`config.mk`:
```
export PLATFORM = sky130hd
export DESIGN_NAME = coeff_receiver_flat
export DESIGN_NICKNAME = d
export VERILOG_FILES = /design/src/rtl/block_pkg.sv /design/src/rtl/buf_if.sv /design/src/rtl/coeff_receiver.sv /design/src/flat_wrapper.sv
export SDC_FILE = /design/constraint.sdc
export NUM_CORES = 1
export LEC_CHECK = 0
export BUFFER_PORTS_ARGS = -buffer_cell sky130_fd_sc_hd__buf_2
export CAP_MARGIN = 5
export CORE_AREA = 2 2 39 41
export DETAILED_ROUTE_END_ITERATION = 8
export DIE_AREA = 0 0 41 43
export HOLD_SLACK_MARGIN = 0.05
export PLACE_DENSITY = 0.87
export REMOVE_ABC_BUFFERS = 1
export SYNTH_ARGS = -nofsm -noshare
export SYNTH_HDL_FRONTEND = slang
export SYNTH_SLANG_ARGS = --single-unit
```
`constraint.sdc`:
```
create_clock -name CLOCK_50_I -period 4.35 [get_ports CLOCK_50_I]
set_clock_uncertainty 0.05 [all_clocks]
set_input_delay 0.87 -clock CLOCK_50_I [delete_from_list [all_inputs] [get_ports CLOCK_50_I]]
set_output_delay 0.87 -clock CLOCK_50_I [all_outputs]
set_load 0.02 [all_outputs]
```
`src/rtl/block_pkg.sv`:
```
package block_pkg;

	////////////////////////////////////////
	// Block geometry
	////////////////////////////////////////

	parameter int BLOCK_DIM  = 8;                      // Side of one block
	parameter int BLOCK_SIZE = BLOCK_DIM * BLOCK_DIM;  // Entries per block

	parameter int ADDR_W = $clog2(BLOCK_SIZE);
	parameter int IDX_W  = $clog2(BLOCK_DIM);

	////////////////////////////////////////
	// Buffer address and sample types
	////////////////////////////////////////

	// Row-major address, row in the upper bits
	typedef logic [ADDR_W-1:0] addr_t;

	typedef logic [IDX_W-1:0] dim_idx_t; // Row, column or term index

	// Pre-IDCT coefficient on the way in, sample on the way out
	typedef logic signed [15:0] coef_t;

endpackage

```
`src/rtl/buf_if.sv`:
```
`timescale 1ns/1ps

// One write port and one registered read port of a block buffer
interface buf_if #(
	parameter type payload_t = block_pkg::coef_t
) ();

	logic              wr_en;
	block_pkg::addr_t  wr_addr;
	payload_t          wr_data;

	block_pkg::addr_t  rd_addr;
	payload_t          rd_data;   // Valid one cycle after rd_addr

	modport writer (output wr_en, output wr_addr, output wr_data);

	modport reader (output rd_addr, input rd_data);

	modport memory (
		input  wr_en,
		input  wr_addr,
		input  wr_data,
		input  rd_addr,
		output rd_data
	);

endinterface

```
`src/rtl/coeff_receiver.sv`:
```
`timescale 1ns/1ps

module coeff_receiver (
	input  logic             CLOCK_50_I,
	input  logic             resetn,

	input  logic             in_req,
	input  block_pkg::coef_t in_data,
	output logic             in_ack,

	output logic             blk_req,
	input  logic             blk_ack,

	buf_if.writer            coef_wr
);

localparam block_pkg::addr_t LAST_ADDR = block_pkg::addr_t'(block_pkg::BLOCK_SIZE - 1);

block_pkg::addr_t wr_ptr;  // Next free entry
logic             accept;

// A word is taken only while the store is free and the last exchange has closed
assign accept = in_req && !in_ack && !blk_req && !blk_ack;

assign coef_wr.wr_en   = accept;
assign coef_wr.wr_addr = wr_ptr;
assign coef_wr.wr_data = in_data;   // Held stable by the source while in_req is high

////////////////////////////////////////
// Input handshake and fill counter
////////////////////////////////////////

always_ff @(posedge CLOCK_50_I or negedge resetn) begin
	if (!resetn) begin
		in_ack  <= 1'b0;
		blk_req <= 1'b0;
		wr_ptr  <= '0;
	end else begin
		if (accept) begin
			in_ack <= 1'b1;            // Word is stored at this edge
			wr_ptr <= wr_ptr + 1'b1;   // Wraps to 0 after the last entry
			if (wr_ptr == LAST_ADDR) begin
				blk_req <= 1'b1;       // Full block ready for the engine
			end
		end else if (in_ack && !in_req) begin
			in_ack <= 1'b0;
		end

		// Engine has read the block, the store may be refilled
		if (blk_req && blk_ack) begin
			blk_req <= 1'b0;
		end
	end
end

endmodule

```
`src/flat_wrapper.sv`:
```
// flat-port wrapper written by rule: the top's interface ports become plain ports
module coeff_receiver_flat 
  (CLOCK_50_I, resetn, in_req, in_data, in_ack, blk_req, blk_ack, coef_wr_wr_en, coef_wr_wr_addr, coef_wr_wr_data);
  buf_if coef_wr_i ();
  input  logic CLOCK_50_I;
  input  logic resetn;
  input  logic in_req;
  input  block_pkg::coef_t in_data;
  output logic in_ack;
  output logic blk_req;
  input  logic blk_ack;
  output wire logic [$bits(coef_wr_i.wr_en)-1:0] coef_wr_wr_en;
  output wire logic [$bits(coef_wr_i.wr_addr)-1:0] coef_wr_wr_addr;
  output wire logic [$bits(coef_wr_i.wr_data)-1:0] coef_wr_wr_data;
  assign coef_wr_wr_en = coef_wr_i.wr_en;
  assign coef_wr_wr_addr = coef_wr_i.wr_addr;
  assign coef_wr_wr_data = coef_wr_i.wr_data;
  coeff_receiver u_core (.CLOCK_50_I(CLOCK_50_I), .resetn(resetn), .in_req(in_req), .in_data(in_data), .in_ack(in_ack), .blk_req(blk_req), .blk_ack(blk_ack), .coef_wr(coef_wr_i));
endmodule
```
=== Yosys cells after proc, flatten, opt, wreduce, memory -nomap -nowiden ===
Index checks and enable logic that the tools add are counted.

* Flip-flop bits (word level): 8
* Latch bits: 0
* Bits in writable memories: 0
* Memory bits (read-only): 0
* Input port bits: 20
* Logic and storage cells: 23
* Memories kept: 0

* Add/sub/neg operators: 1
* Multiply operators: 0
* Div/mod/pow operators: 0
* Magnitude comparators: 0
* Eq/ne operators: 1
* Shifts and indexed selects: 0
* Muxes and demuxes: 5
* Bitwise operators: 0
* Reductions and logical operators: 13

{| class="wikitable"
|+ Operators by type and width
! operator !! number
|-
| 6-bit by 1-bit adder with 6-bit output (second input constant) || 1
|-
| 6-bit == test (second input constant) || 1
|-
| 2-bit nonzero test || 3
|-
| 1-bit logical AND || 5
|-
| 1-bit 2-to-1 mux || 5
|-
| 1-bit zero test || 4
|-
| 2-bit AND reduction || 1
|}

=== Depth between registers and ports, before layout ===
* Depth in word-level cells: 6
* Depth in mapped cells: 3

=== Worst setup path before layout ===
No wires, ideal clock.

* Path type: input -> output
* Start point: input blk_ack
* End point: output coef_wr_wr_en
* Arrival: 1.405 ns
* Required time: 3.430 ns
* Slack: 2.025 ns
* Cell stages on the path: 1
* Path buffers: 0
* Cells stage by stage: nor4b_4

* Longest elaborated chain between the ends: 2

{| class="wikitable"
|+ RTL lines
! item !! line !! source
|-
| start, declared || flat_wrapper.sv:11 || <nowiki>input logic blk_ack;</nowiki>
|-
| 1-bit zero test || coeff_receiver.sv:23 || <nowiki>assign accept = in_req && !in_ack && !blk_req && !blk_ack;</nowiki>
|-
| 1-bit logical AND || coeff_receiver.sv:23 ||
|-
| end, declared || flat_wrapper.sv:12 || <nowiki>output wire logic [$bits(coef_wr_i.wr_en)-1:0] coef_wr_wr_en;</nowiki>
|}

Every way passes these cells.

=== Final worst setup path ===
Same ends and word-level chain as after synthesis.

==> reports/results.tsv <==
metric	value	unit
status	finished clean	
dp_hpwl	768	um
wirelength	986	um
grt_pass1_vias	292	
p_leak	0.000231	uW
final-hold-violation-count	0	
layout-drive-gt1-share	47.5	%
worstSetupPathType	in -> out	
ff2ff_path_depth	2	
detail-route-antenna-nets	0	
die-area	0.00176	mm^2
synth_most_common_cell	buf_4	
grt-ovfl-total	0	
ios	45	
ctsResizeCount	0	
finalCriticalPeriod	2630	ps
cts_setup_buffers	0	
synth_ff_type	dfrtp_1	
area_delta_synth_final	-3.75	%
wl_per_cell	17.6	um
yosysWarnings	0	
dr.pass1.iters	2	
grt_antenna_before_repair	0	
globalplace.congestion	0.661	
crit_path_end_kind	output port	
synth_edf_count	0	
finalSetupViolCount	0	
core-area	0.00138	mm^2
drv_slew	0	
final_area	449	um^2
root_buffer	clkbuf_4	
maxSlewHeadroom	66.1	%
cts_buffers	3	
die_h	43	um
synth.avg_cell_area	11.4	um^2
die_x	41	um
synth_seq_cells	8	
ctsHoldBuffers	0	
synthTopCellsByArea	dfrtp_1, buf_4, xnor2_1	
synth_top_area_share	42.9	%
synth_cell_types	14	
ys_seq_area_share	42.9	%
dr.first_iter.drc_count	3	
arrival	1710	ps
io_buffers	12	
hold_ws	400	ps
yosys-top-cells-count	buf_4, dfrtp_1, xnor2_1, nand2_1	
path_clk_slew	60	ps
clock_sinks	8	
cts_buffer_depth	2	
max_freq	0.381	GHz
nFillCells	154	
power.density	617	mW/mm^2
cts_max_level	1	
drcViolationCount	0	
rsz0062_at_grt	false	
cts_tree	yes	
vias_per_cell	5.02	
utilization	32.5	%
synth.largest_area_cell	dfrtp_1	
grt.total_usage	13.0	%
fp-row-count	14	
drv_cap	0	
syn_inst	41	
cp_max_fo	8	
grt_max_degree	9	
vdd.ir_drop.worst	170	uV
diodes	0	
required	3430	ps
num_vias	281	
tightest_slew	507	ps
syn-cell-area	467	um^2
grt_pass1_wl	1460	um
place_area	427	um^2
setup_tns	0	ps
min_period_over_period	60.4	%
worst_setup_path_start_kind	input pin	
initial_core_util	33.7	%
min_path_type	in -> async	
ys_async_sr_fraction	100	%
layout.nets	63	
worstSkewPairLatency	250	ps
==> final cells by class <==
type / count / area (um^2) / area share [%]
flip-flops and latches: 8 / 200 / 44.6
clock buffers: 3 / 22.5 / 5.01
multi-input cells: 16 / 143 / 31.8
inverters: 1 / 3.75 / 0.836
well taps: 16 / 20.0 / 4.46
repair buffers: 12 / 60.1 / 13.4
==> logic make-up after synthesis <==
family                   Yosys count  share of synthesized area, %
AO/OA/AOI/OAI                      2                          3.22
XOR/XNOR                           5                          9.38
adder cells (fa/ha/maj)            1                          2.68
buffers and inverters             17                          26.5
multiplexers                       1                          2.41
flip-flops                         8                          42.9
AND/OR/NAND/NOR                    7                          12.9
==> worst max-delay path: stages <==
cell and delay [ps]:
buf_2 120, nor4b_4 460, buf_2 260
==> layout by cell type (no fill, tap or decap) <==
master,n
xnor2_1,4
nand4_2,1
xor2_1,1
buf_2,12
a21o_2,1
and3_1,1
clkbuf_4,3
mux2_2,1
nand2_1,3
dfrtp_1,8
nor4b_4,1
ha_1,1
o22ai_1,1
nand4_1,1
inv_1,1
==> sequential cells by signal, indices dropped and copies added, names as in the netlist <==
name and count:
u_core.coef_wr.wr_addr 6, u_core.blk_req 1, u_core.in_ack 1
==> final timing paths <==
kind / start / slack, ps / to
worst max-delay path: blk_ack / 1720 / coef_wr_wr_en
worst min-delay path: resetn / 400 / u_core.coef_wr.wr_addr[4]
worst max register to register: u_core.in_ack / 2850 / u_core.coef_wr.wr_addr[1]
worst min register to register: u_core.coef_wr.wr_addr[5] / 450 / u_core.coef_wr.wr_addr[5]
max in group asynchronous: resetn / 3680 / u_core.in_ack
min in group CLOCK_50_I: u_core.coef_wr.wr_addr[5] / 450 / u_core.coef_wr.wr_addr[5]
==> power breakdown <==
part | internal (uW) | leakage (uW) | switching (uW)
clock network | 31.5 | 0.0000138 | 24.2
registers | 98.0 | 0.000102 | 26.1
logic | 41.0 | 0.000115 | 56.3
==> per-stage QoR <==
step,setup slack (ps),total power (uW),std cells
5_1_grt,1640,299,56
2_1_floorplan,2030,187,25
3_3_place_gp,1770,222,53
6_report,1720,277,56
3_5_place_dp,1710,225,53
4_1_cts,1700,285,56
==> metal layers <==
metal  global-route usage, %  share of wire (%)
met5                       0                  0
met4                    6.00                  0
met3                    16.8                 24
met2                    12.8                 39
met1                    15.2                 37
(Power assumes the default switching activity.)
