`src/rtl/block_pkg.sv`:
```
package block_pkg;

	////////////////////////////////////////
	// Block geometry
	////////////////////////////////////////

	parameter int BLOCK_DIM  = 8;                      // Side of one block
	parameter int BLOCK_SIZE = BLOCK_DIM * BLOCK_DIM;  // Entries per block

	parameter int ADDR_W = $clog2(BLOCK_SIZE);
	parameter int IDX_W  = $clog2(BLOCK_DIM);

	////////////////////////////////////////
	// Buffer address and sample types
	////////////////////////////////////////

	// Row-major address, row in the upper bits
	typedef logic [ADDR_W-1:0] addr_t;

	typedef logic [IDX_W-1:0] dim_idx_t; // Row, column or term index

	// Pre-IDCT coefficient on the way in, sample on the way out
	typedef logic signed [15:0] coef_t;

endpackage

```
`src/rtl/buf_if.sv`:
```
`timescale 1ns/1ps

// One write port and one registered read port of a block buffer
interface buf_if #(
	parameter type payload_t = block_pkg::coef_t
) ();

	logic              wr_en;
	block_pkg::addr_t  wr_addr;
	payload_t          wr_data;

	block_pkg::addr_t  rd_addr;
	payload_t          rd_data;   // Valid one cycle after rd_addr

	modport writer (output wr_en, output wr_addr, output wr_data);

	modport reader (output rd_addr, input rd_data);

	modport memory (
		input  wr_en,
		input  wr_addr,
		input  wr_data,
		input  rd_addr,
		output rd_data
	);

endinterface

```
`src/rtl/pixel_sender.sv`:
```
`timescale 1ns/1ps

module pixel_sender (
	input  logic             CLOCK_50_I,
	input  logic             resetn,

	input  logic             res_req,
	output logic             res_ack,

	output logic             out_req,
	output block_pkg::coef_t out_data,
	input  logic             out_ack,

	buf_if.reader            s_rd
);

localparam block_pkg::addr_t LAST_ADDR = block_pkg::addr_t'(block_pkg::BLOCK_SIZE - 1);

typedef enum logic [2:0] {
	S_IDLE,
	S_READ,
	S_LOAD,
	S_WAIT_ACK,
	S_WAIT_REL,
	S_DONE
} sender_state_t;

sender_state_t    state;
block_pkg::addr_t rd_ptr;

assign s_rd.rd_addr = rd_ptr;

// Sample is held from the rise of out_req to the next load
always_ff @(posedge CLOCK_50_I) begin
	if (state == S_LOAD) begin
		out_data <= s_rd.rd_data;
	end
end

////////////////////////////////////////
// Output handshake FSM
////////////////////////////////////////

always_ff @(posedge CLOCK_50_I or negedge resetn) begin
	if (!resetn) begin
		state   <= S_IDLE;
		rd_ptr  <= '0;
		out_req <= 1'b0;
		res_ack <= 1'b0;
	end else begin
		case (state)
		S_IDLE: begin
			if (res_req) begin
				rd_ptr <= '0;
				state  <= S_READ;
			end
		end
		S_READ: state <= S_LOAD;   // Read in flight
		S_LOAD: begin
			out_req <= 1'b1;
			state   <= S_WAIT_ACK;
		end
		S_WAIT_ACK: begin
			if (out_ack) begin
				out_req <= 1'b0;
				state   <= S_WAIT_REL;
			end
		end
		S_WAIT_REL: begin
			if (!out_ack) begin
				if (rd_ptr == LAST_ADDR) begin
					res_ack <= 1'b1;   // Whole block sent
					state   <= S_DONE;
				end else begin
					rd_ptr <= rd_ptr + 1'b1;
					state  <= S_READ;
				end
			end
		end
		S_DONE: begin
			if (!res_req) begin
				res_ack <= 1'b0;
				state   <= S_IDLE;
			end
		end
		default: state <= S_IDLE;
		endcase
	end
end

endmodule

```
`src/flat_wrapper.sv`:
```
// flat-port wrapper written by rule: the top's interface ports become plain ports
module pixel_sender_flat 
  (CLOCK_50_I, resetn, res_req, res_ack, out_req, out_data, out_ack, s_rd_rd_addr, s_rd_rd_data);
  buf_if s_rd_i ();
  input  logic CLOCK_50_I;
  input  logic resetn;
  input  logic res_req;
  output logic res_ack;
  output logic out_req;
  output block_pkg::coef_t out_data;
  input  logic out_ack;
  output wire logic [$bits(s_rd_i.rd_addr)-1:0] s_rd_rd_addr;
  input wire logic [$bits(s_rd_i.rd_data)-1:0] s_rd_rd_data;
  assign s_rd_rd_addr = s_rd_i.rd_addr;
  assign s_rd_i.rd_data = s_rd_rd_data;
  pixel_sender u_core (.CLOCK_50_I(CLOCK_50_I), .resetn(resetn), .res_req(res_req), .res_ack(res_ack), .out_req(out_req), .out_data(out_data), .out_ack(out_ack), .s_rd(s_rd_i));
endmodule
```
`config.mk`:
```
export PLATFORM = sky130hd
export DESIGN_NAME = pixel_sender_flat
export DESIGN_NICKNAME = d
export VERILOG_FILES = /design/src/rtl/block_pkg.sv /design/src/rtl/buf_if.sv /design/src/rtl/pixel_sender.sv /design/src/flat_wrapper.sv
export SDC_FILE = /design/constraint.sdc
export NUM_CORES = 1
export LEC_CHECK = 0
export ABC_CLOCK_PERIOD_IN_PS = 2520
export BUFFER_PORTS_ARGS = -buffer_cell sky130_fd_sc_hd__buf_2
export CELL_PAD_IN_SITES_DETAIL_PLACEMENT = 2
export CELL_PAD_IN_SITES_GLOBAL_PLACEMENT = 2
export CORE_ASPECT_RATIO = 0.6
export CORE_UTILIZATION = 29
export DETAILED_ROUTE_END_ITERATION = 6
export PLACE_DENSITY_LB_ADDON = 0.12
export SYNTH_ARGS = -nofsm -noshare
export SYNTH_HDL_FRONTEND = slang
export SYNTH_SLANG_ARGS = --single-unit
```
`constraint.sdc`:
```
create_clock -name CLOCK_50_I -period 2.52 [get_ports CLOCK_50_I]
set_clock_uncertainty 0.1 [all_clocks]
set_input_delay 0.126 -clock CLOCK_50_I [delete_from_list [all_inputs] [get_ports CLOCK_50_I]]
set_output_delay 0.126 -clock CLOCK_50_I [all_outputs]
set_load 0.02 [all_outputs]
```
* Word-level counts from Yosys, hierarchy flattened
Index checks and enable logic that the tools add are counted.
** Word-level totals
- Bits of input ports :: 20
- Word-level logic and storage cells :: 42
- Output and inout bits :: 24
- Register bits :: 27
** Cells by class
- Eq/ne operators :: 12
- Mux-type cells :: 16
- Add/subtract/negate cells :: 1
- Reduce and logical (&&, ||, !) cells :: 8
** Operator list (number)
- 6-bit two-way mux :: 3
- 3-bit case mux with 6 select lines :: 1
- 3-bit two-way mux :: 5
- 6-bit case mux with 2 select lines :: 1
- 4-bit AND reduction :: 3
- 2-bit inequality test (second input constant) :: 5
- 6-bit by 1-bit adder with 6-bit output (second input constant) :: 1
- 3-bit by 2-bit equality test with 1-bit output (second input constant) :: 2
- 3-bit equality test (second input constant) :: 2
- 6-bit equality test (second input constant) :: 1
- 2-bit nonzero test :: 3
- 1-bit two-way mux :: 4
- 1-bit case mux with 2 select lines :: 2
- 3-bit by 1-bit equality test with 1-bit output (second input constant) :: 1
- 3-bit logical NOT :: 1
- 2-bit by 1-bit inequality test with 1-bit output (second input constant) :: 1
- 2-bit AND reduction :: 1

* Longest topological paths before layout
- Depth in word-level cells :: 4
- Mapped depth :: 5
- Depth with buffers taken out :: 5

* Worst setup path after synthesis
OpenSTA, ideal clock, no wires.
- Path kind :: register to register
- From :: register u_core.state[2]
- To :: register u_core.out_data[0] (enable)
- Setup time :: 0.412 ns
- Stages on the path, launching flop included :: 3
- Path slack :: 0.294 ns
- Arrival :: 1.715 ns
- Period minus slack after synthesis :: 2.226 ns
- Path buffers :: 1
- Data required time :: 2.008 ns
- Cells stage by stage :: dfrtp_1 -> buf_2 -> nor3_1
** On the way
- Cells in the longest elaborated chain, start to end :: 1
** RTL lines
- start: declaration :: line pixel_sender.sv:28 : sender_state_t state;
- start signal: assignment :: line pixel_sender.sv:46 : state <= S_IDLE;
- start signal: assignment :: line pixel_sender.sv:55 : state <= S_READ;
- start signal: assignment :: line pixel_sender.sv:58 : S_READ: state <= S_LOAD;
- 3-bit by 2-bit equality test with 1-bit output :: line pixel_sender.sv:35 : if (state == S_LOAD) begin
- end signal: assignment :: line pixel_sender.sv:36 : out_data <= s_rd.rd_data;
- end: declaration :: line pixel_sender.sv:11 : output block_pkg::coef_t out_data,
No other way between the ends.
A chain may end at the register's enable or synchronous reset.

* Worst setup path after layout
- From :: register u_core.rd_ptr[0] (netlist: u_core.s_rd.rd_addr[0])
- To :: register u_core.rd_ptr[4] (netlist: u_core.s_rd.rd_addr[4])
** On the way
- Cells in the longest elaborated chain, start to end :: 4
- Elaborated cells on any way between the ends :: 7
- Classes of those cells :: 1 x add/sub; 2 x eq/ne; 3 x mux; 1 x reduce/logical
** RTL lines
- start: declaration :: line pixel_sender.sv:29 : block_pkg::addr_t rd_ptr;
- start signal: assignment :: line pixel_sender.sv:75 : rd_ptr <= rd_ptr + 1'b1;
- 6-bit by 1-bit adder with 6-bit output :: line pixel_sender.sv:75
- 6-bit two-way mux :: line pixel_sender.sv:71 : if (rd_ptr == LAST_ADDR) begin
- 6-bit two-way mux :: line pixel_sender.sv:70 : if (!out_ack) begin
- 6-bit case mux with 2 select lines :: line pixel_sender.sv:51 : case (state)
Several ways; a longest one is shown, not always the timed one. The select of a mux whose other input is x is not followed.

==> flow_metrics.env <==
export IMPL_status="finished, final reports clean"
export IMPL_die_area_um2=4019
export IMPL_seq_area_frac_synth_pct=69.27
export IMPL_initial_core_util_pct=31.87
export IMPL_worst_r2r_cell_count=5
export IMPL_seq_area_um2=755.7
export IMPL_avgSynthCellArea_um2=13.47
export IMPL_grt_max_degree=18
export IMPL_tightest_slew_ps=499.5
export IMPL_max_freq_mhz=590.2
export IMPL_maxSlewHeadroom_pct=66.55
export IMPL_final_nets=167
export IMPL_first_pass_iters=4
export IMPL_final_antenna_net_count=0
export IMPL_numPortBuffers=43
export IMPL_antenna_diode_count=0
export IMPL_routabilityCongestion=0.7669
export IMPL_synthToLayoutAreaGrowth_pct=45.41
export IMPL_antenna_found_initial=0
export IMPL_synth_edf_count=16
export IMPL_pin_count=44
export IMPL_ys_seq_elements=27
export IMPL_crit_arrival_ps=1760
export IMPL_synth_area_um2=1091
export IMPL_cts_buffers=3
export IMPL_syn_num_nets=102
export IMPL_cts_root_buf="clkbuf_8"
export IMPL_final_hold_violation_count=0
export IMPL_worst_hold_slack_ps=138.7
export IMPL_worstSetupPathType="flop to flop"
export IMPL_rsz0062_at_grt="no"
export IMPL_place_ws_ps=855.0
export IMPL_clock_latency_ps=280
export IMPL_synth_top_area_share_pct=44.04
export IMPL_htree_levels=1
export IMPL_cts_tree="done"
export IMPL_clk_path_buf_depth=2
export IMPL_fp_dieH_um=49.51
export IMPL_fin_crit_sh_pct=67.23
export IMPL_row_count=16
export IMPL_synthTopCellsByArea="edfxtp_1 44%, dfrtp_1 25%, o21ai_0 2.3%"
export IMPL_required_ps=2590
export IMPL_first_global_vias=947
export IMPL_drive_gt1_share_pct=36.55
export IMPL_multiInputGateArea_um2=316.6
export IMPL_wl_um=3048
export IMPL_slew_viol_final=0
export IMPL_dpl_hpwl_um=2216
export IMPL_gr_total_overflow=0
export IMPL_min_period_ps=1694
export IMPL_wl_per_cell_um=16.04
export IMPL_clock_sinks=27
export IMPL_synth_top_area_cell="edfxtp_1"
export IMPL_critPathLaunchType="flop"
export IMPL_synthCells=81
export IMPL_async_flop_share_pct=40.74
export IMPL_tns_ps=0
export IMPL_power_density_nw_per_um2=950.0
export IMPL_synthDistinctLibCells=31
export IMPL_vias=893
export IMPL_ir_worst_vdd_mv=0.3473
export IMPL_synth_top_flop_cell="edfxtp_1"
export IMPL_drt_iter0_drc=40
export IMPL_synth_common_cells="16 x edfxtp_1, 11 x dfrtp_1, 5 x inv_1, 5 x nor2_1, 5 x o21ai_0"
export IMPL_nFillCells=359
export IMPL_synth_most_common_cell="edfxtp_1"
export IMPL_grt_usage_pct=17.22
export IMPL_avgViaCountPerCell=4.700
export IMPL_route_detailed_drc=0
export IMPL_finalWorstSetupSlack_ps=825.8
export IMPL_cts_clk_slew_worst_paths_ps=90
export IMPL_hold_class="input port to async pin"
export IMPL_worstPathMaxFanout=6
export IMPL_grt_pass1_wl_um=4933
export IMPL_endpoint_kind="flop"
export IMPL_setup_viol=0
export IMPL_yosysWarnings=0
export IMPL_cap_violations=0
export IMPL_core_area_um2=3423
export IMPL_p_leak_nw=0.6974
export IMPL_die_width_um=81.19
-- final timing paths --
path,start,endpoint,slack [ps]
setup / recovery,u_core.s_rd.rd_addr[0],u_core.s_rd.rd_addr[4],830
hold / removal,resetn,u_core.state[1],140
setup reg to reg,u_core.s_rd.rd_addr[0],u_core.s_rd.rd_addr[4],830
hold reg to reg,u_core.out_req,u_core.out_req,390
max in group asynchronous,resetn,u_core.state[0],1970
min in group CLOCK_50_I,res_req,u_core.res_ack,170
-- cell type report --
class | instances | area share, %
well taps | 45 | 3.549
multi-input cells | 48 | 19.95
clock inverters | 1 | 0.3155
repair buffers | 61 | 24.76
inverters | 5 | 1.183
flip-flops and latches | 27 | 47.63
clock buffers | 3 | 2.603
-- layout by cell type, fill, tap and decap left out, types with 2 or more instances in the layout --
master,Yosys,routed
dlygate4sd3_1,0,17
o21ai_0,5,5
a21oi_1,3,3
nor3_1,3,2
o21ai_1,4,4
inv_1,5,5
buf_2,1,43
dfrtp_1,11,11
clkbuf_8,0,3
nand3_1,2,2
nand2_1,4,4
nor2_1,5,5
nand4_1,2,2
a31oi_1,2,2
edfxtp_1,16,16
-- kinds of logic after synthesis --
kind of cell / count (synthesis) / synth area share, %
compound gates: 23 / 13.99
fa+ha+maj: 1 / 1.147
buf+inv: 6 / 2.179
flops: 27 / 69.27
mux: 1 / 0.9175
simple gates: 23 / 12.50
-- report_power, final --
part	leakage, nW	switching [W]	internal, W	total (W)
registers	0.295	0.000101	0.000631	0.000733
clock network	0.0255	0.000137	0.000111	0.000248
logic	0.377	0.000335	0.000192	0.000526
total	0.697	0.000573	0.000934	0.00151
-- metrics by stage --
| stage | instances | util, % | instance area [um^2] | total power (W) |
|---|---|---|---|---|
| 6_report | 190 | 46.35 | 1587 | 0.001507 |
| 3_5_place_dp | 169 | 40.02 | 1370 | 0.001252 |
| 3_3_place_gp | 169 | 40.02 | 1370 | 0.001231 |
| 2_1_floorplan | 81 | - | 1091 | 0.001045 |
| 5_1_grt | 190 | 46.35 | 1587 | 0.001611 |
| 4_1_cts | 190 | 46.35 | 1587 | 0.001528 |
-- timing repair --
item | in CTS | in global routing
buffers inserted | 0 | 0
hold buffers | 17 | 0
resized for setup | 0 | 0
hold endpoints to repair | 27 | 0
-- sequential cells by signal (all words and copies together) (netlist names) --
| name | count |
|---|---|
| u_core.out_data | 16 |
| u_core.s_rd.rd_addr | 6 |
| u_core.state | 3 |
| u_core.out_req | 1 |
| u_core.res_ack | 1 |
-- routing by layer --
metal  track usage [%]  vias up  wire [um]
met3             5.370        5        134
li1                  -      434          -
met2             26.47       23       1439
met5                 0        -          0
met1             23.42      431       1445
met4             4.464        0         29
-- critical path, cell delays in order, from the launching register on --
cell	delay, ps
dfrtp_1	450
ha_1	270
inv_1	80
o41a_1	420
o21ai_1	170
o31ai_2	90
(Power assumes the default switching activity.)
