### config.mk
export PLATFORM = sky130hd
export DESIGN_NAME = block_buffer_flat
export DESIGN_NICKNAME = d
export VERILOG_FILES = /design/src/rtl/block_pkg.sv /design/src/rtl/buf_if.sv /design/src/rtl/block_buffer.sv /design/src/flat_wrapper.sv
export SDC_FILE = /design/constraint.sdc
export NUM_CORES = 1
export LEC_CHECK = 0
export BUFFER_PORTS_ARGS = -buffer_cell sky130_fd_sc_hd__buf_2
export CAP_MARGIN = 5
export CORE_MARGIN = 2
export CORE_UTILIZATION = 45
export DETAILED_ROUTE_END_ITERATION = 10
export SETUP_SLACK_MARGIN = 0.5
export SYNTH_ARGS = -nofsm -noshare
export SYNTH_HDL_FRONTEND = slang
export SYNTH_SLANG_ARGS = --single-unit
### constraint.sdc
create_clock -name CLOCK_50_I -period 2 [get_ports CLOCK_50_I]
set_input_delay 0.1 -clock CLOCK_50_I [delete_from_list [all_inputs] [get_ports CLOCK_50_I]]
set_output_delay 0.1 -clock CLOCK_50_I [all_outputs]
set_load 0.02 [all_outputs]
### src/rtl/block_pkg.sv
package block_pkg;

	////////////////////////////////////////
	// Block geometry
	////////////////////////////////////////

	parameter int BLOCK_DIM  = 8;                      // Side of one block
	parameter int BLOCK_SIZE = BLOCK_DIM * BLOCK_DIM;  // Entries per block

	parameter int ADDR_W = $clog2(BLOCK_SIZE);
	parameter int IDX_W  = $clog2(BLOCK_DIM);

	////////////////////////////////////////
	// Buffer address and sample types
	////////////////////////////////////////

	// Row-major address, row in the upper bits
	typedef logic [ADDR_W-1:0] addr_t;

	typedef logic [IDX_W-1:0] dim_idx_t; // Row, column or term index

	// Pre-IDCT coefficient on the way in, sample on the way out
	typedef logic signed [15:0] coef_t;

endpackage

### src/rtl/buf_if.sv
`timescale 1ns/1ps

// One write port and one registered read port of a block buffer
interface buf_if #(
	parameter type payload_t = block_pkg::coef_t
) ();

	logic              wr_en;
	block_pkg::addr_t  wr_addr;
	payload_t          wr_data;

	block_pkg::addr_t  rd_addr;
	payload_t          rd_data;   // Valid one cycle after rd_addr

	modport writer (output wr_en, output wr_addr, output wr_data);

	modport reader (output rd_addr, input rd_data);

	modport memory (
		input  wr_en,
		input  wr_addr,
		input  wr_data,
		input  rd_addr,
		output rd_data
	);

endinterface

### src/rtl/block_buffer.sv
`timescale 1ns/1ps

module block_buffer #(
	parameter type payload_t = block_pkg::coef_t
) (
	input logic   CLOCK_50_I,
	buf_if.memory bus
);

////////////////////////////////////////
// Storage
////////////////////////////////////////

// One full block in row-major order
payload_t mem [block_pkg::BLOCK_SIZE];

// Synchronous write
always_ff @(posedge CLOCK_50_I) begin
	if (bus.wr_en) begin
		mem[bus.wr_addr] <= bus.wr_data;
	end
end

// Registered read, one cycle of latency
always_ff @(posedge CLOCK_50_I) begin
	bus.rd_data <= mem[bus.rd_addr];
end

endmodule

### src/flat_wrapper.sv
// flat-port wrapper written by rule: the top's interface ports become plain ports
module block_buffer_flat 
#(
	parameter type payload_t = block_pkg::coef_t
)
  (CLOCK_50_I, bus_wr_en, bus_wr_addr, bus_wr_data, bus_rd_addr, bus_rd_data);
  buf_if #(.payload_t(payload_t)) bus_i ();
  input logic CLOCK_50_I;
  input wire logic [$bits(bus_i.wr_en)-1:0] bus_wr_en;
  input wire logic [$bits(bus_i.wr_addr)-1:0] bus_wr_addr;
  input wire logic [$bits(bus_i.wr_data)-1:0] bus_wr_data;
  input wire logic [$bits(bus_i.rd_addr)-1:0] bus_rd_addr;
  output wire logic [$bits(bus_i.rd_data)-1:0] bus_rd_data;
  assign bus_i.wr_en = bus_wr_en;
  assign bus_i.wr_addr = bus_wr_addr;
  assign bus_i.wr_data = bus_wr_data;
  assign bus_i.rd_addr = bus_rd_addr;
  assign bus_rd_data = bus_i.rd_data;
  block_buffer #(.payload_t(payload_t)) u_core (.CLOCK_50_I(CLOCK_50_I), .bus(bus_i));
endmodule
---- Yosys cells after proc, flatten, opt, wreduce, memory -nomap -nowiden ----
Memory sizes are Yosys's and may differ from the RTL's. A register that Yosys moved wholly into a read port is not among the register bits.
Index checks and enable logic that the tools add are counted.
cells by class
  add/sub/neg operators ................... 0
  multiply operators ...................... 0
  divide/modulo/power cells ............... 0
  $lt $le $gt $ge ......................... 0
  eq/ne operators ......................... 0
  shifts and indexed selects .............. 0
  muxes and demuxes ....................... 2
  bitwise logic cells ..................... 0
  reductions and logical operators ........ 0
operators with widths
  cell    count
  $mux 1  2
word-level totals
  register bits ........................... 0
  bits in latches ......................... 0
  bits in writable memories ............... 1,024
  ROM bits ................................ 0
  input port bits ......................... 30
  output and inout port bits .............. 16
  memories ................................ 1
memory list
  name        depth  width  rd ports  clocked after memory_dff  write ports  RTL line            source
  u_core.mem  64     16     1         1                         1            block_buffer.sv:15  payload_t mem [block_pkg::BLOCK_SIZE];

---- Depth between registers and ports, before layout ----
Gate-level depths: netlist of run 1.
  word-level depth ........................ 2
  mapped depth ............................ 9
  depth with buffers taken out ............ 5

---- Least setup slack after synthesis of run 1 ----
No wires, ideal clock.
  path kind ............................... input -> register
  from .................................... in bus_wr_addr[3]
  to ...................................... mem u_core.mem[48][0] (netlist name) (enable)
  setup time .............................. 0.409 ns
  data arrival time ....................... 1.756 ns
  path slack .............................. -0.166 ns
  cell stages on the path ................. 4
  buffers on the path ..................... 1
  cells stage by stage .................... clkbuf_1 nor2b_1 nand4b_1 nor3_1
RTL lines
  what                RTL line            source
  start: declaration  flat_wrapper.sv:10  input wire logic [$bits(bus_i.wr_addr)-1:0] bus_wr_addr;
  end: declaration    block_buffer.sv:15
No word-level cell before the write port.

==> metrics.yaml, run 1 <==
synthFlopType: "edfxtp_1"
core-area_um2: 87200
grt_pass1_vias: 20100
clock_path_buffers: 3
worst-path-buf-inv: 1
rsz0062_at_grt: "yes"
endpoint_kind: "register"
tightest_slew_ns: 1.17
io_pins: 46
synth.most_common_cell: "edfxtp_1"
grt_overflow: 0
met2_usage_pct: 34.6
worstPathMaxFanout: 1
globalRouteTotalUtil_pct: 22.3
dieArea_um2: 90600
hold_violations: 0
synth-edff-count: 1024
grt_pass1_wl_um: 144000
fillCellCount: 6657
leakagePower_uw: 0.0152
clock_latency_ns: 0.68
ir_drop_v: 0.000724
antenna_found_initial: 4
fp.dieH_um: 301
dr.first_iter.drc_count: 2036
fin_skew_ns: 0.0267
cp-start-kind: "register"
status: "finished, final reports clean"
hpwl_um: 62400
crit_path_cell_trace: "mux4_2, mux2i_1, a21oi_1, nor3_2, buf_4, and4b_1"
postSynthAreaPerCell_um2: 22.0
port_buffers: 45
grt_max_degree: 65
worst_hold_path_type: "primary input to register"
vias: 19800
grt_busiest_layer: "met2"
synth_top_area_share_pct: 77.4
routed_via_density: 5.94
synth_cells: 1807
criticalPathCategory: "register to register"
critPathSlowestCell: "mux4_2"
drv_cap: 0
crit_path_max_incr_delay_ns: 0.48
cp_data_arrival_time_ns: 2.42
netlist_area_um2: 39700
fmax_mhz: 537
die_x_um: 301
firstDrtPassIters: 5
ys_seq_elements: 1040
fin_crit_ns: 1.86
drive_gt1_share_pct: 34.5
synth_common_cells: "1024 x edfxtp_1, 194 x mux4_2, 88 x mux2i_1"
start_util_pct: 45.6
clock-sinks: 1040
postRouteAntennaNets: 0
finish.utilization_pct: 54.3
ys_types: 40
setup_violations: 0
reg2reg_slack_ns: 0.14
wl_per_cell_um: 29.7
totalWireLength_um: 99200
cp.required_ns: 2.56
max-slew-margin-rel_pct: 22.1
fp-row-count: 108
met3_usage_pct: 4.10
slew_violations: 0
area_growth_pct: 19.2
post-cts-setup-buffers: 0
final_nets: 2135
period_share_pct: 93.1
use_met1_pct: 32.9
cpLargestDelayFamily: "multiplexers"
yosysSeqAreaShare_pct: 78.2
post-route-drc-count: 0
yosys.area.top_type: "edfxtp_1"
ys_warn_count: 0
synth_nets: 1837
cts_tree: "built"
p_per_area_nw_per_um2: 960
root_buffer: "clkbuf_16"
synthTopCellsByArea: "edfxtp_1 77%, mux4_2 11%, mux2i_1 2.2%, mux4_1 1.5%, o22ai_1 1.2%"
place_congestion: 0.813
cts-buffers-inserted: 103
async_reset_ff_share_pct: 0
hold_ws_ns: 0.0521
clk_pin_slew_ns: 0.06
htreeDepth: 3
## kinds of logic (layout without fill, tap and decap cells)
family	Yosys count	in the layout	synth area share [%]
flip-flops	1040	1040	78.2
multiplexers	304	304	14.7
AND/OR/NAND/NOR	190	190	2.41
AO/OA/AOI/OAI	173	173	3.01
buffers and inverters	100	476	1.66
other	0	1	0
## where the power goes
| part | total (µW) | switching [µW] | internal (µW) | leakage [µW] |
|---|---|---|---|---|
| Combinational | 2560 | 1550 | 1010 | 0.00423 |
| Clock | 18700 | 7990 | 10700 | 0.00159 |
| Sequential | 24200 | 92.6 | 24100 | 0.00935 |
## timing repair
item                       CTS  global route
resized for setup           51            12
hold buffers                 6             0
setup endpoints to repair   17            16
hold endpoints to repair   265             0
pin swaps                   17             8
## state kept, by name (all words and copies together) (netlist names)
register / count
u_core.bus.rd_data: 16
u_core.mem: 1024
## worst reg2reg max path, stage by stage (launching register included)
cell      delay, ns
edfxtp_1       0.36
mux4_2         0.48
mux2i_1        0.17
a21oi_1        0.12
nor3_2         0.20
buf_4          0.22
and4b_1        0.21
## cell type report
type	count	area (µm²)	area share (%)
Antenna cell	1	2.50	0.00529
Clock buffer	128	2720	5.75
Clock inverter	55	522	1.10
Inverter	1	3.75	0.00793
Multi-Input combinational cell	667	8670	18.3
Sequential cell	1040	31100	65.7
Tap cell	1155	1450	3.05
Timing Repair Buffer	292	2890	6.11
## cell usage in the layout, fill, tap and decap left out, types with 22 or more instances in the layout
| cell | synthesis | layout |
|---|---|---|
| nor2_4 | 0 | 43 |
| clkinv_2 | 0 | 22 |
| nand2_1 | 28 | 23 |
| buf_4 | 13 | 179 |
| buf_2 | 26 | 42 |
| mux4_2 | 194 | 198 |
| edfxtp_1 | 1024 | 1024 |
| mux2i_1 | 88 | 88 |
| o22ai_1 | 74 | 73 |
| buf_12 | 3 | 61 |
| clkbuf_16 | 0 | 104 |
## routing by layer
layer	share of wire (%)	up-vias
met3	7.1	155
met5	0.031	-
met1	43	10700
met4	2.4	4
met2	47	725
li1	-	8275
## path summary, 6_finish.rpt
path                       endpoint         startpoint  cells past startpoint
max reg2reg   u_core.bus.rd_data[3]  u_core.mem[17][3]                      6
min              u_core.mem[48][13]    bus_wr_data[13]                      1
max           u_core.bus.rd_data[3]  u_core.mem[17][3]                      6
min reg2reg  u_core.bus.rd_data[12]  u_core.mem[8][12]                      3
## per-stage QoR
stage | power, µW | cells | area (µm²) | setup TNS (ns) | worst slack, ns
6_report | 45400 | 3339 | 47300 | 0 | 0.138
5_1_grt | 46700 | 3338 | 47300 | 0 | 0.00513
4_1_cts | 45800 | 3338 | 47300 | 0 | 0.159
3_5_place_dp | 27200 | 3149 | 43700 | -4.66 | -0.470
3_3_place_gp | 27100 | 3149 | 43700 | -4.32 | -0.487
2_1_floorplan | 25900 | 1807 | 40200 | 0 | 0.328
No activity file was read; power rests on OpenSTA's default activity.
==> run 2, diff against run 1 <==
--- a/config.mk
+++ b/config.mk
@@ -5,6 +5,7 @@
 export SDC_FILE = /design/constraint.sdc
 export NUM_CORES = 1
 export LEC_CHECK = 0
+export ABC_AREA = 1
 export BUFFER_PORTS_ARGS = -buffer_cell sky130_fd_sc_hd__buf_2
 export CAP_MARGIN = 5
 export CORE_MARGIN = 2
==> metrics.yaml, run 2 <==
status: "finished, final reports clean"
ir_drop_v: 0.000823  # +14%
wl_per_cell_um: 23.0  # -22%
worst_hold_path_type: "primary input to register"
synth_cells: 3517  # +95%
reg2reg_slack_ns: 0.57  # +0.43 ns
period_share_pct: 73.7  # -19 points
core-area_um2: 93000  # +6.8%
fillCellCount: 7905  # +19%
worst_slack_ns: 0.526  # +0.388 ns
final_common_cell: "nand2_1"
power_uw: 47200  # +3.9%
leakagePower_uw: 0.0178  # +17%
fp.dieH_um: 310  # +2.9%
cp-start-kind: "register"
cts_tree: "built"
postSynthAreaPerCell_um2: 12.0  # -46%
globalRouteTotalUtil_pct: 24.3  # +2.0 points
hold_depth: 1  # unchanged
regToRegStartpoint: "u_core.mem[55][4]"
antenna_found_initial: 11  # +7
ys_warn_count: 0  # unchanged
crit_path_cell_trace: "buf_2"
clock-sinks: 1040  # unchanged
grt_pass1_vias: 26300  # +30%
fin_skew_ns: 0.0302  # +0.00357 ns
die_x_um: 310  # +2.9%
largest_reg_flops: 1024  # unchanged
slew_violations: 0  # unchanged
clock_latency_ns: 0.70  # +0.02 ns
fp-row-count: 112  # +3.7%
worstPathMaxFanout: 1  # unchanged
seq_area_um2: 31100  # about the same
clk_pin_slew_ns: 0.06  # about the same
grt_overflow: 0  # unchanged
io_pins: 46  # unchanged
fmax_mhz: 678  # +26%
cp.required_ns: 1.90  # -0.66 ns
dp_slack_ns: -0.130  # +0.340 ns
port_buffers: 45  # unchanged
cts-buffers-inserted: 108  # +4.9%
rsz0062_at_grt: "yes"
tightest_slew_ns: 0.789  # -0.379 ns
hold_violations: 0  # unchanged
synth-edff-count: 1024  # unchanged
r2r_cells: 8  # +2
synth.most_common_cell: "nand2_1"
yosys.area.top_type: "edfxtp_1"
timing.rr.end: "u_core.bus.rd_data[4]"
hpwl_um: 66700  # +6.8%
grt_pass1_wl_um: 171000  # +19%
synthFlopType: "edfxtp_1"
reg.largest.list: "u_core.mem x1024, u_core.bus.rd_data x16"
ys_seq_elements: 1040  # unchanged
hold-path-endpoint: "u_core.mem[14][1]"
post-cts-setup-buffers: 0  # unchanged
drv_cap: 0  # unchanged
synth_common_cells: "1296 x nand2_1, 1024 x edfxtp_1, 871 x nand3_1"
synth_nets: 3547  # +93%
final_nets: 3707  # +74%
area_growth_pct: 16.7
hold_ws_ns: 0.0189  # -0.0332 ns
place_congestion: 0.806  # -0.75%
cpLargestDelayFamily: "flip-flops"
async_reset_ff_share_pct: 0  # unchanged
critPathSlowestCell: "dfxtp_2"
start_util_pct: 45.2  # -0.32 points
fin_crit_ns: 1.47  # -0.388 ns
p_per_area_nw_per_um2: 961  # about the same
clock_path_buffers: 3  # unchanged
synthTopCellsByArea: "edfxtp_1 73%, nand2_1 12%, nand3_1 10%, buf_2 1.3%, buf_6 1.3%"
cp_data_arrival_time_ns: 1.37  # -1.05 ns
worst-path-buf-inv: 1  # unchanged
drive_gt1_share_pct: 12.6  # -22 points
yosysSeqAreaShare_pct: 73.8  # -4.4 points
grt_max_degree: 65  # unchanged
synth_top_area_share_pct: 73.0  # -4.4 points
dr.first_iter.drc_count: 3470  # +70%
regMostFlops: "u_core.mem"
routed_via_density: 5.49  # -7.7%
setup_violations: 0  # unchanged
firstDrtPassIters: 7  # +2
netlist_area_um2: 42100  # +6.0%
fin_tns_setup_ns: 0  # unchanged
dieArea_um2: 96000  # +5.9%
totalWireLength_um: 116000  # +17%
endpoint_kind: "output port"
max-slew-margin-rel_pct: 47.4  # +25 points
htreeDepth: 3  # unchanged
postRouteAntennaNets: 0  # unchanged
min_from: "bus_wr_data[1]"
multi_input_area_um2: 9860  # +14%
post-route-drc-count: 0  # unchanged
ys_types: 16  # -60%
finish.utilization_pct: 52.8  # -1.5 points
vias: 27600  # +39%
criticalPathCategory: "register to output port"
root_buffer: "clkbuf_16"
final_cell_mix: "1296 x nand2_1, 1024 x edfxtp_1, 857 x nand3_1, 133 x buf_4, 108 x clkbuf_16"
crit_path_max_incr_delay_ns: 0.44  # -0.04 ns
==> run 2: cell types whose count changed after synthesis, sizes merged, moves of 24 or more <==
| cell | change |
|---|---|
| a22oi | -24 |
| o22ai | -74 |
| a211oi | -40 |
| nand2 | +1268 |
| buf | +136 |
| nand3 | +862 |
| mux2i | -88 |
| mux4 | -216 |
==> run 2: area by class of cell <==
cell class	instances	share of cell area (%)
inverter	12	0.183
tap	1254	3.19
antenna	2	0.0102
clock buffer	136	5.79
sequential	1040	63.2
multi-input combinational	2240	20.1
timing repair buffer	275	6.21
clock inverter	65	1.30
==> run 2: worst max-delay path by stage <==
stage                                 startpoint                      to  cells past startpoint
after floorplan                        bus_wr_en       u_core.mem[48][0]                      3
after global placement            bus_rd_addr[0]  u_core.bus.rd_data[14]                     12
after detailed placement          bus_rd_addr[0]  u_core.bus.rd_data[14]                     12
after CTS                 u_core.bus.rd_data[11]         bus_rd_data[11]                      1
after global routing            u_core.mem[7][3]   u_core.bus.rd_data[3]                      8
final                      u_core.bus.rd_data[8]          bus_rd_data[8]                      1
==> run 2: cells by family (layout without fill, tap and decap cells) <==
| logic type | Yosys count | count (layout) | synth area share (%) |
|---|---|---|---|
| buffers and inverters | 237 | 488 | 3.54 |
| DFF | 1040 | 1040 | 73.8 |
| other | 0 | 2 | 0 |
| and+or+nand+nor | 2240 | 2240 | 22.7 |
==> run 2: through the flow <==
step / instance area, µm² / instances
2_1_floorplan: 42400 / 3517
3_3_place_gp: 45400 / 4806
3_5_place_dp: 45400 / 4806
4_1_cts: 49100 / 5022
5_1_grt: 49100 / 5022
6_report: 49100 / 5024
==> run 2: per-layer routing <==
metal	wire length, µm	GRT usage (%)	part of all wire (%)	up-vias
met5	84	0	0.073	-
met2	52900	37.8	46	1102
met3	10700	6.17	9.2	186
met1	49300	34.2	43	13500
met4	2820	6.63	2.4	14
li1	-	-	-	12700
==> run 2: timing repair <==
action | 4_1_cts | 5_1_grt
gates resized for setup | 8 | 14
hold buffers | 15 | 0
endpoints found under the hold margin | 688 | 0
setup endpoints to repair | 8 | 12
==> run 2: where the power goes <==
group          switching, µW  leakage [µW]  total [µW]  internal, µW
clock                   8370       0.00171       19800         11400
combinational           2280       0.00672        3210           933
sequential               108       0.00935       24200         24100
total                  10800        0.0178       47200         36500
