**config.mk**
```make
export PLATFORM = sky130hd
export DESIGN_NAME = idct_mac_engine_flat
export DESIGN_NICKNAME = d
export VERILOG_FILES = /design/src/rtl/block_pkg.sv /design/src/rtl/idct_math_pkg.sv /design/src/rtl/buf_if.sv /design/src/rtl/idct_mac_engine.sv /design/src/flat_wrapper.sv
export SDC_FILE = /design/constraint.sdc
export NUM_CORES = 1
export LEC_CHECK = 0
export BUFFER_PORTS_ARGS = -buffer_cell sky130_fd_sc_hd__buf_2
export CORE_UTILIZATION = 45
export DETAILED_ROUTE_END_ITERATION = 10
export PLACE_DENSITY = 0.72
export SLEW_MARGIN = 40
export SYNTH_ARGS = -nofsm -noshare
export SYNTH_HDL_FRONTEND = slang
export SYNTH_SLANG_ARGS = --single-unit
```
**constraint.sdc**
```tcl
create_clock -name CLOCK_50_I -period 19.79 [get_ports CLOCK_50_I]
set_input_delay 4.9475 -clock CLOCK_50_I [delete_from_list [all_inputs] [get_ports CLOCK_50_I]]
set_output_delay 4.9475 -clock CLOCK_50_I [all_outputs]
set_load 0.005 [all_outputs]
```
**src/rtl/block_pkg.sv**
```systemverilog
package block_pkg;

	////////////////////////////////////////
	// Block geometry
	////////////////////////////////////////

	parameter int BLOCK_DIM  = 8;                      // Side of one block
	parameter int BLOCK_SIZE = BLOCK_DIM * BLOCK_DIM;  // Entries per block

	parameter int ADDR_W = $clog2(BLOCK_SIZE);
	parameter int IDX_W  = $clog2(BLOCK_DIM);

	////////////////////////////////////////
	// Buffer address and sample types
	////////////////////////////////////////

	// Row-major address, row in the upper bits
	typedef logic [ADDR_W-1:0] addr_t;

	typedef logic [IDX_W-1:0] dim_idx_t; // Row, column or term index

	// Pre-IDCT coefficient on the way in, sample on the way out
	typedef logic signed [15:0] coef_t;

endpackage

```
**src/rtl/idct_math_pkg.sv**
```systemverilog
package idct_math_pkg;

	typedef logic signed [15:0] cos_t;   // Cosine table entry, scaled by 4096/2
	typedef logic signed [31:0] prod_t;  // Low 32 bits of a product
	typedef logic signed [31:0] acc_t;   // Running sum, also a T entry

	// Arithmetic right shift applied to each product before it is summed
	parameter int PASS1_SHIFT_DEF = 8;
	parameter int PASS2_SHIFT_DEF = 16;

	////////////////////////////////////////
	// Cosine table, indexed [k][j]
	////////////////////////////////////////

	// Row k is frequency k, column j is the sample position
	parameter cos_t C_TABLE [8][8] = '{
		'{16'sd1448, 16'sd1448, 16'sd1448, 16'sd1448,
		  16'sd1448, 16'sd1448, 16'sd1448, 16'sd1448},
		'{16'sd2008, 16'sd1702, 16'sd1137, 16'sd399,
		  -16'sd399, -16'sd1137, -16'sd1702, -16'sd2008},
		'{16'sd1892, 16'sd783, -16'sd783, -16'sd1892,
		  -16'sd1892, -16'sd783, 16'sd783, 16'sd1892},
		'{16'sd1702, -16'sd399, -16'sd2008, -16'sd1137,
		  16'sd1137, 16'sd2008, 16'sd399, -16'sd1702},
		'{16'sd1448, -16'sd1448, -16'sd1448, 16'sd1448,
		  16'sd1448, -16'sd1448, -16'sd1448, 16'sd1448},
		'{16'sd1137, -16'sd2008, 16'sd399, 16'sd1702,
		  -16'sd1702, -16'sd399, 16'sd2008, -16'sd1137},
		'{16'sd783, -16'sd1892, 16'sd1892, -16'sd783,
		  -16'sd783, 16'sd1892, -16'sd1892, 16'sd783},
		'{16'sd399, -16'sd1137, 16'sd1702, -16'sd2008,
		  16'sd2008, -16'sd1702, 16'sd1137, -16'sd399}
	};

endpackage

```
**src/rtl/buf_if.sv**
```systemverilog
`timescale 1ns/1ps

// One write port and one registered read port of a block buffer
interface buf_if #(
	parameter type payload_t = block_pkg::coef_t
) ();

	logic              wr_en;
	block_pkg::addr_t  wr_addr;
	payload_t          wr_data;

	block_pkg::addr_t  rd_addr;
	payload_t          rd_data;   // Valid one cycle after rd_addr

	modport writer (output wr_en, output wr_addr, output wr_data);

	modport reader (output rd_addr, input rd_data);

	modport memory (
		input  wr_en,
		input  wr_addr,
		input  wr_data,
		input  rd_addr,
		output rd_data
	);

endinterface

```
**src/rtl/idct_mac_engine.sv**
```systemverilog
`timescale 1ns/1ps

module idct_mac_engine #(
	parameter int PASS1_SHIFT = idct_math_pkg::PASS1_SHIFT_DEF,
	parameter int PASS2_SHIFT = idct_math_pkg::PASS2_SHIFT_DEF
) (
	input  logic  CLOCK_50_I,
	input  logic  resetn,

	input  logic  blk_req,
	output logic  blk_ack,
	output logic  res_req,
	input  logic  res_ack,

	buf_if.reader coef_rd,  // S'
	buf_if.writer t_wr,
	buf_if.reader t_rd,
	buf_if.writer s_wr
);

// Term 0 is the read lead-in, terms 1 to 8 accumulate, the last term writes
localparam logic [3:0] TERM_LAST = 4'(block_pkg::BLOCK_DIM + 1);
localparam block_pkg::dim_idx_t LAST_IDX = block_pkg::dim_idx_t'(block_pkg::BLOCK_DIM - 1);

typedef enum logic [2:0] {
	S_IDLE,
	S_PASS1,
	S_BLK_ACK,
	S_WAIT_RES,
	S_PASS2
} engine_state_t;

engine_state_t        state;
block_pkg::dim_idx_t  row;
block_pkg::dim_idx_t  col;
logic [3:0]           term;
block_pkg::dim_idx_t  cos_k;

logic                 pass2;
logic                 last_term;
logic                 last_entry;
logic                 mac_phase;

idct_math_pkg::acc_t  op_a;
idct_math_pkg::cos_t  op_c;
logic signed [47:0]   mult_full;
idct_math_pkg::prod_t prod;
idct_math_pkg::acc_t  prod_sh;
idct_math_pkg::acc_t  acc;

assign pass2      = (state == S_PASS2);
assign last_term  = (term == TERM_LAST);
assign last_entry = (row == LAST_IDX) && (col == LAST_IDX);
assign mac_phase  = (term != 4'd0) && !last_term;

////////////////////////////////////////
// Read addresses and MAC datapath
////////////////////////////////////////

assign coef_rd.rd_addr = {row, term[2:0]};  // S'[row][k]
assign t_rd.rd_addr    = {term[2:0], col};  // T[k][col]

// Table index trails the read address by the read latency
assign cos_k = block_pkg::dim_idx_t'(term - 4'd1);

assign op_a = pass2 ? t_rd.rd_data : idct_math_pkg::acc_t'(coef_rd.rd_data);
assign op_c = pass2 ? idct_math_pkg::C_TABLE[cos_k][row]   // Column row of C, i.e. Ct
                    : idct_math_pkg::C_TABLE[cos_k][col];

assign mult_full = op_a * op_c;
assign prod      = mult_full[31:0];   // Truncated to 32 bits
assign prod_sh   = pass2 ? (prod >>> PASS2_SHIFT) : (prod >>> PASS1_SHIFT);

always_ff @(posedge CLOCK_50_I) begin
	if (term == 4'd0) begin
		acc <= '0;
	end else if (mac_phase) begin
		acc <= acc + prod_sh;
	end
end

// Result of one entry is written on the last term
assign t_wr.wr_en   = (state == S_PASS1) && last_term;
assign t_wr.wr_addr = {row, col};
assign t_wr.wr_data = acc;

assign s_wr.wr_en   = pass2 && last_term;
assign s_wr.wr_addr = {row, col};
assign s_wr.wr_data = block_pkg::coef_t'(acc[15:0]);  // Low 16 bits are the sample

////////////////////////////////////////
// Control FSM
////////////////////////////////////////

always_ff @(posedge CLOCK_50_I or negedge resetn) begin
	if (!resetn) begin
		state   <= S_IDLE;
		row     <= '0;
		col     <= '0;
		term    <= '0;
		blk_ack <= 1'b0;
		res_req <= 1'b0;
	end else begin
		if (res_ack) begin
			res_req <= 1'b0;   // Sender has finished with S
		end

		case (state)
		S_IDLE: begin
			if (blk_req) begin
				state <= S_PASS1;
			end
		end
		S_PASS1, S_PASS2: begin
			if (last_term) begin
				term <= '0;
				col  <= col + 1'b1;   // Row-major walk, both indices wrap
				if (col == LAST_IDX) begin
					row <= row + 1'b1;
				end
				if (last_entry) begin
					if (pass2) begin
						res_req <= 1'b1;
						state   <= S_IDLE;
					end else begin
						blk_ack <= 1'b1;   // S' no longer needed
						state   <= S_BLK_ACK;
					end
				end
			end else begin
				term <= term + 1'b1;
			end
		end
		S_BLK_ACK: begin
			if (!blk_req) begin
				blk_ack <= 1'b0;
				state   <= S_WAIT_RES;
			end
		end
		S_WAIT_RES: begin
			// S buffer still owned by the sender until its exchange closes
			if (!res_req && !res_ack) begin
				state <= S_PASS2;
			end
		end
		default: state <= S_IDLE;
		endcase
	end
end

endmodule

```
**src/flat_wrapper.sv**
```systemverilog
// flat-port wrapper written by rule: the top's interface ports become plain ports
module idct_mac_engine_flat 
#(
	parameter int PASS1_SHIFT = idct_math_pkg::PASS1_SHIFT_DEF,
	parameter int PASS2_SHIFT = idct_math_pkg::PASS2_SHIFT_DEF
)
  (CLOCK_50_I, resetn, blk_req, blk_ack, res_req, res_ack, coef_rd_rd_addr, coef_rd_rd_data, t_wr_wr_en, t_wr_wr_addr, t_wr_wr_data, t_rd_rd_addr, t_rd_rd_data, s_wr_wr_en, s_wr_wr_addr, s_wr_wr_data);
  buf_if coef_rd_i ();
  buf_if t_wr_i ();
  buf_if t_rd_i ();
  buf_if s_wr_i ();
  input  logic CLOCK_50_I;
  input  logic resetn;
  input  logic blk_req;
  output logic blk_ack;
  output logic res_req;
  input  logic res_ack;
  output wire logic [$bits(coef_rd_i.rd_addr)-1:0] coef_rd_rd_addr;
  input wire logic [$bits(coef_rd_i.rd_data)-1:0] coef_rd_rd_data;
  output wire logic [$bits(t_wr_i.wr_en)-1:0] t_wr_wr_en;
  output wire logic [$bits(t_wr_i.wr_addr)-1:0] t_wr_wr_addr;
  output wire logic [$bits(t_wr_i.wr_data)-1:0] t_wr_wr_data;
  output wire logic [$bits(t_rd_i.rd_addr)-1:0] t_rd_rd_addr;
  input wire logic [$bits(t_rd_i.rd_data)-1:0] t_rd_rd_data;
  output wire logic [$bits(s_wr_i.wr_en)-1:0] s_wr_wr_en;
  output wire logic [$bits(s_wr_i.wr_addr)-1:0] s_wr_wr_addr;
  output wire logic [$bits(s_wr_i.wr_data)-1:0] s_wr_wr_data;
  assign coef_rd_rd_addr = coef_rd_i.rd_addr;
  assign coef_rd_i.rd_data = coef_rd_rd_data;
  assign t_wr_wr_en = t_wr_i.wr_en;
  assign t_wr_wr_addr = t_wr_i.wr_addr;
  assign t_wr_wr_data = t_wr_i.wr_data;
  assign t_rd_rd_addr = t_rd_i.rd_addr;
  assign t_rd_i.rd_data = t_rd_rd_data;
  assign s_wr_wr_en = s_wr_i.wr_en;
  assign s_wr_wr_addr = s_wr_i.wr_addr;
  assign s_wr_wr_data = s_wr_i.wr_data;
  idct_mac_engine #(.PASS1_SHIFT(PASS1_SHIFT), .PASS2_SHIFT(PASS2_SHIFT)) u_core (.CLOCK_50_I(CLOCK_50_I), .resetn(resetn), .blk_req(blk_req), .blk_ack(blk_ack), .res_req(res_req), .res_ack(res_ack), .coef_rd(coef_rd_i), .t_wr(t_wr_i), .t_rd(t_rd_i), .s_wr(s_wr_i));
endmodule
```
# After elaboration in Yosys (flattened, before gate mapping)
# Memories as Yosys holds them, arrays and structs flattened.
# Index checks and enable logic that the tools add are counted.
[totals]
out_inout_bits = 60
inputBits = 36
mem_bits_ro = 1024
register_bits = 47
memories = 1
word_cells = 79
[classes]
mul = 1
bitwise = 3
reduce_logical = 17
n_mux = 29
eq_ne = 13
n_lt_le_gt_ge = 3
n_addsub = 5
[memory_table]
columns = ["memory", "words", "word_bits", "rd", "rd_ports_with_merged_regs", "wr", "line_no", "rtl"]
rows = [
  ["(name not given)", 8, 128, 1, 0, 0, "idct_mac_engine.sv:67", "assign op_c = pass2 ? idct_math_pkg::C_TABLE[cos_k][row]"],
]
[op_table]
columns = ["operator", "count"]
rows = [
  ["two-way mux 128 bit", 2],
  ["binary-select mux 16 bit (select 3 bit)", 2],
  ["two-way mux 16 bit", 5],
  ["adder 32 x 24 -> 32 bit", 1],
  ["multiplier 32 x 16 -> 32 bit", 1],
  ["two-way mux 32 bit", 1],
  ["two-way mux 23 bit", 1],
  ["two-way mux 3 bit", 5],
  ["greater-or-equal comparator 4 bit (second input constant)", 3],
  ["inverter 3 -> 4 bit", 3],
  ["case mux 3 bit (4 select lines)", 1],
  ["AND reduction 5 bit", 2],
  ["equality test 3 bit (second input constant)", 3],
  ["two-way mux 1 bit", 9],
  ["adder 3 x 1 -> 3 bit (second input constant)", 2],
  ["equality test 3 x 2 -> 1 bit (second input constant)", 2],
  ["!= test 2 x 1 -> 1 bit (second input constant)", 3],
  ["!= test 2 bit (second input constant)", 3],
  ["logical AND 1 bit", 5],
  ["adder 4 x 1 -> 4 bit (second input constant)", 1],
  ["equality test 4 bit (second input constant)", 1],
  ["zero test 4 bit", 1],
  ["two-way mux 4 bit", 1],
  ["nonzero test 4 bit", 1],
  ["other kinds (10)", 12],
]

# Logic depth before layout (Yosys ltp)
[logic_depth]
depth_word = 12
ltp_mapped = 52
ltp_nobuf = 48

# Least setup slack after synthesis
# Ideal clock, no wire load.
[synth_timing]
path_type = "input to register"
from = "in t_rd_rd_data[1]"
to = "reg u_core.acc[15]"
setup_slack_ns = 7.328
setup_ns = 0.072
cell_stages = 36
required_ns = 19.718
arrival_ns = 12.390
n_path_buf = 1
cell_sequence = "mux2i_1 clkbuf_1 nor2_1 fa_1 fa_1 ha_1 fa_1 inv_1 fa_1 fa_1 inv_1 ha_1 a21o_1 a21oi_1 o221a_2 inv_1 a31oi_2 o21bai_2 a21oi_1 nor2_1 nor2_1 xor2_1 mux2i_1 ha_1 a21o_1 a21oi_1 o21bai_1 a21oi_1 o21bai_1 a211oi_1 or3_1 o21ai_0 a31oi_1 or3_1 nand3_2 mux2i_1"
[synth_via]
elab_chain_len = 4
[synth_lines]
columns = ["element", "line_no", "rtl"]
rows = [
  ["from (decl)", "flat_wrapper.sv:24", "input wire logic [$bits(t_rd_i.rd_data)-1:0] t_rd_rd_data;"],
  ["two-way mux 32 bit", "idct_mac_engine.sv:66", "assign op_a = pass2 ? t_rd.rd_data : idct_math_pkg::acc_t'(coef_rd.rd_data);"],
  ["multiplier 32 x 16 -> 32 bit", "idct_mac_engine.sv:70", "assign mult_full = op_a * op_c;"],
  ["two-way mux 23 bit", "idct_mac_engine.sv:72", "assign prod_sh = pass2 ? (prod >>> PASS2_SHIFT) : (prod >>> PASS1_SHIFT);"],
  ["adder 32 x 24 -> 32 bit", "idct_mac_engine.sv:78", "acc <= acc + prod_sh;"],
  ["to (signal assigned)", "idct_mac_engine.sv:78", ""],
  ["to (decl)", "idct_mac_engine.sv:49", "idct_math_pkg::acc_t acc;"],
]
# Every way passes these cells.
# A chain may end at the register's enable or synchronous reset.

# Worst setup path after layout
[layout_timing]
from = "in t_rd_rd_data[5]"
to = "reg u_core.acc[15]"
# Same word-level chain as after synthesis.

==> qor.yml <==
finalCritPeriodShare: 0.671
finalHoldViolCount: 0
netlist.area_leader.share: 0.352
area_growth_pct: 4.98
grt_pass1_vias: 12474
ys_ff_latch: 31
htreeDepth: 2
n_antenna_cell: 0
grt_pass1_wl_um: 65500
antenna_found_initial: 0
crit_arrival_ns: 13.49
crit_fanout: 6
gp_congestion: 0.954
rsz0062_at_grt: "no"
drive_gt1_frac: 0.105
grt_max_degree: 66
startpoint_type: "input pin"
finalCriticalPeriod_ns: 13.28
nets: 2211
synthArstFlopShare: 0.484
seq_area_frac_synth: 0.0475
netlist_area_sq_mm: 0.0147
core-area_sq_mm: 0.0318
synthTopCellsByArea: "fa_1 35%, ha_1 9.6%, inv_1 8.8%, nand2_1 5.6%, nor2_1 4.4%"
dp_hpwl_um: 32000
maxSlewViolCount: 0
yosys.area.top_type: "fa_1"
ctsHoldBuffers: 0
worst_pin_slew_ns: 0.755
max_freq_mhz: 75.3
drc: 0
crit_top_cell: "fa_1"
min_path_cells: 2
postRouteAntennaNets: 0
synthCells: 1801
relSlewSlack: 0.482
synth_edf_count: 0
status: "finished, final reports clean"
cts_buffer_depth: 2
routedWlPerCell_um: 17.9
grtUsageTotal: 0.247
ys.flop_type: "dfxtp_1"
drtIter0Drc: 1164
synthDistinctLibCells: 84
wirelength_um: 40000
cp_slowest_cell: "mux2i_1"
cts_tree: "yes"
hold_path_class: "register to register"
cts_root_buf: "clkbuf_16"
required_ns: 19.99
start_util: 0.461
path_clk_slew_ns: 0.05
clkSinkCount: 31
cts_buffers: 5
fin_skew_ns: 0.00656
row_count: 65
maxCapViolCount: 0
clock_latency_ns: 0.27
yosysWarnings: 0
setup_tns_ns: 0
syn_area_per_cell_sq_um: 8.14
post_cts_buffers: 0
postLayoutSetupSlackWorst_ns: 6.51
synth.net_count: 2208
ios: 96
holdWs_ns: 0.503
reg2reg_depth: 45
cp-end-kind: "register"
gr-total-overflow: 0
port_buffers: 95
drt-pass1-iter-count: 5
cpPeakStageDelay_ns: 0.55
critPathKind: "input pin to register"
die_h_um: 182
ctsResizeCount: 0
die_area_sq_mm: 0.0333
dr_total_vias: 12520
finalSetupViolCount: 0
dpl_worst_slack_ns: 6.20
die_w_um: 182
viasPerCell: 5.59
-- Yosys cell counts (all sizes together), types with 11 or more instances --
master,number
fa,258
xnor2,40
o211ai,12
and2,17
a211oi,20
o21ai,63
nor2b,16
nand2b,20
dfxtp,16
or2,13
clkbuf,49
ha,113
nor3,15
a21o,17
mux2i,31
nand3,25
buf,74
mux4,11
nand2,217
dfrtp,15
inv,349
a21oi,88
a311oi,11
nor2,170
-- per-layer routing --
metal,vias up,global-route usage,share of wire
met3,108,0.0295,0.079
met5,-,0,0
met1,6132,0.343,0.42
met4,0,0.0924,0.039
met2,602,0.395,0.46
li1,5678,-,-
-- logic make-up after synthesis --
kind of cell | count (synthesis) | share of synthesized area
buffers and inverters | 475 | 0.135
muxes | 47 | 0.0419
xor gates and xnor gates | 49 | 0.0293
and+or+nand+nor | 528 | 0.160
AOI/OAI and AO/OA | 300 | 0.137
adders and majority gates | 371 | 0.449
DFF | 31 | 0.0475
-- stage by stage --
stage | util | area (sq um) | cells
detailed placement | 0.478 | 15200 | 2232
CTS | 0.484 | 15400 | 2240
global placement | 0.478 | 15200 | 2232
global route | 0.484 | 15400 | 2240
finish | 0.484 | 15400 | 2240
floorplan | - | 14700 | 1801
-- placed cells by master, fill, tap and decap left out, drive strengths merged, types with 5 or more instances in the layout --
cell type and count:
a211oi 20, a21o 17, a21oi 88, a22o 5, a311oi 11, a31oi 10
and2 17, and3 7, buf 119, clkbuf 7, dfrtp 15, dfxtp 16
fa 258, ha 113, inv 349, mux2 5, mux2i 31, mux4 11
nand2 217, nand2b 20, nand3 25, nand4 6, nor2 170, nor2b 16
nor3 15, o211ai 12, o21a 10, o21ai 63, o21bai 10, o221ai 6
o22ai 5, o311ai 7, or2 13, or3 6, xnor2 40, xor2 9
-- sequential cells by signal, indices dropped and copies added, names as in the netlist --
signal,cells
u_core.state,3
u_core.row,3
u_core.blk_ack,1
u_core.acc,16
u_core.term,4
u_core.res_req,1
u_core.col,3
-- area by class of cell --
class / count / area (sq um)
clock buffer: 7 / 164
multi-input combinational: 1295 / 12000
sequential: 31 / 701
timing repair buffer: 119 / 656
fill: 3022 / 16400
inverter: 352 / 1320
clock inverter: 1 / 5.00
tap: 435 / 544
-- critical path: cells and delay by family --
family / cells / cell delay, ns
XOR/XNOR: 1 / 0.27
adder cells (fa/ha/maj): 8 / 3.44
AO/OA/AOI/OAI: 14 / 2.43
multiplexers: 3 / 0.95
buffers and inverters: 4 / 0.26
AND/OR/NAND/NOR: 6 / 1.19
-- worst paths after layout --
kind	startpoint	end	slack (ns)
worst min register to register	u_core.acc[0]	u_core.acc[0]	0.50
worst max-delay path	t_rd_rd_data[5]	u_core.acc[15]	6.51
min in group asynchronous	resetn	u_core.res_req	4.57
max in group asynchronous	resetn	u_core.col[0]	14.92
worst min-delay path	u_core.acc[0]	u_core.acc[0]	0.50
worst max register to register	u_core.term[1]	u_core.acc[15]	7.34
Power is left out: the tool's default activity adds up to more than one toggle a clock period on the data nets, which glitch-free logic cannot reach.
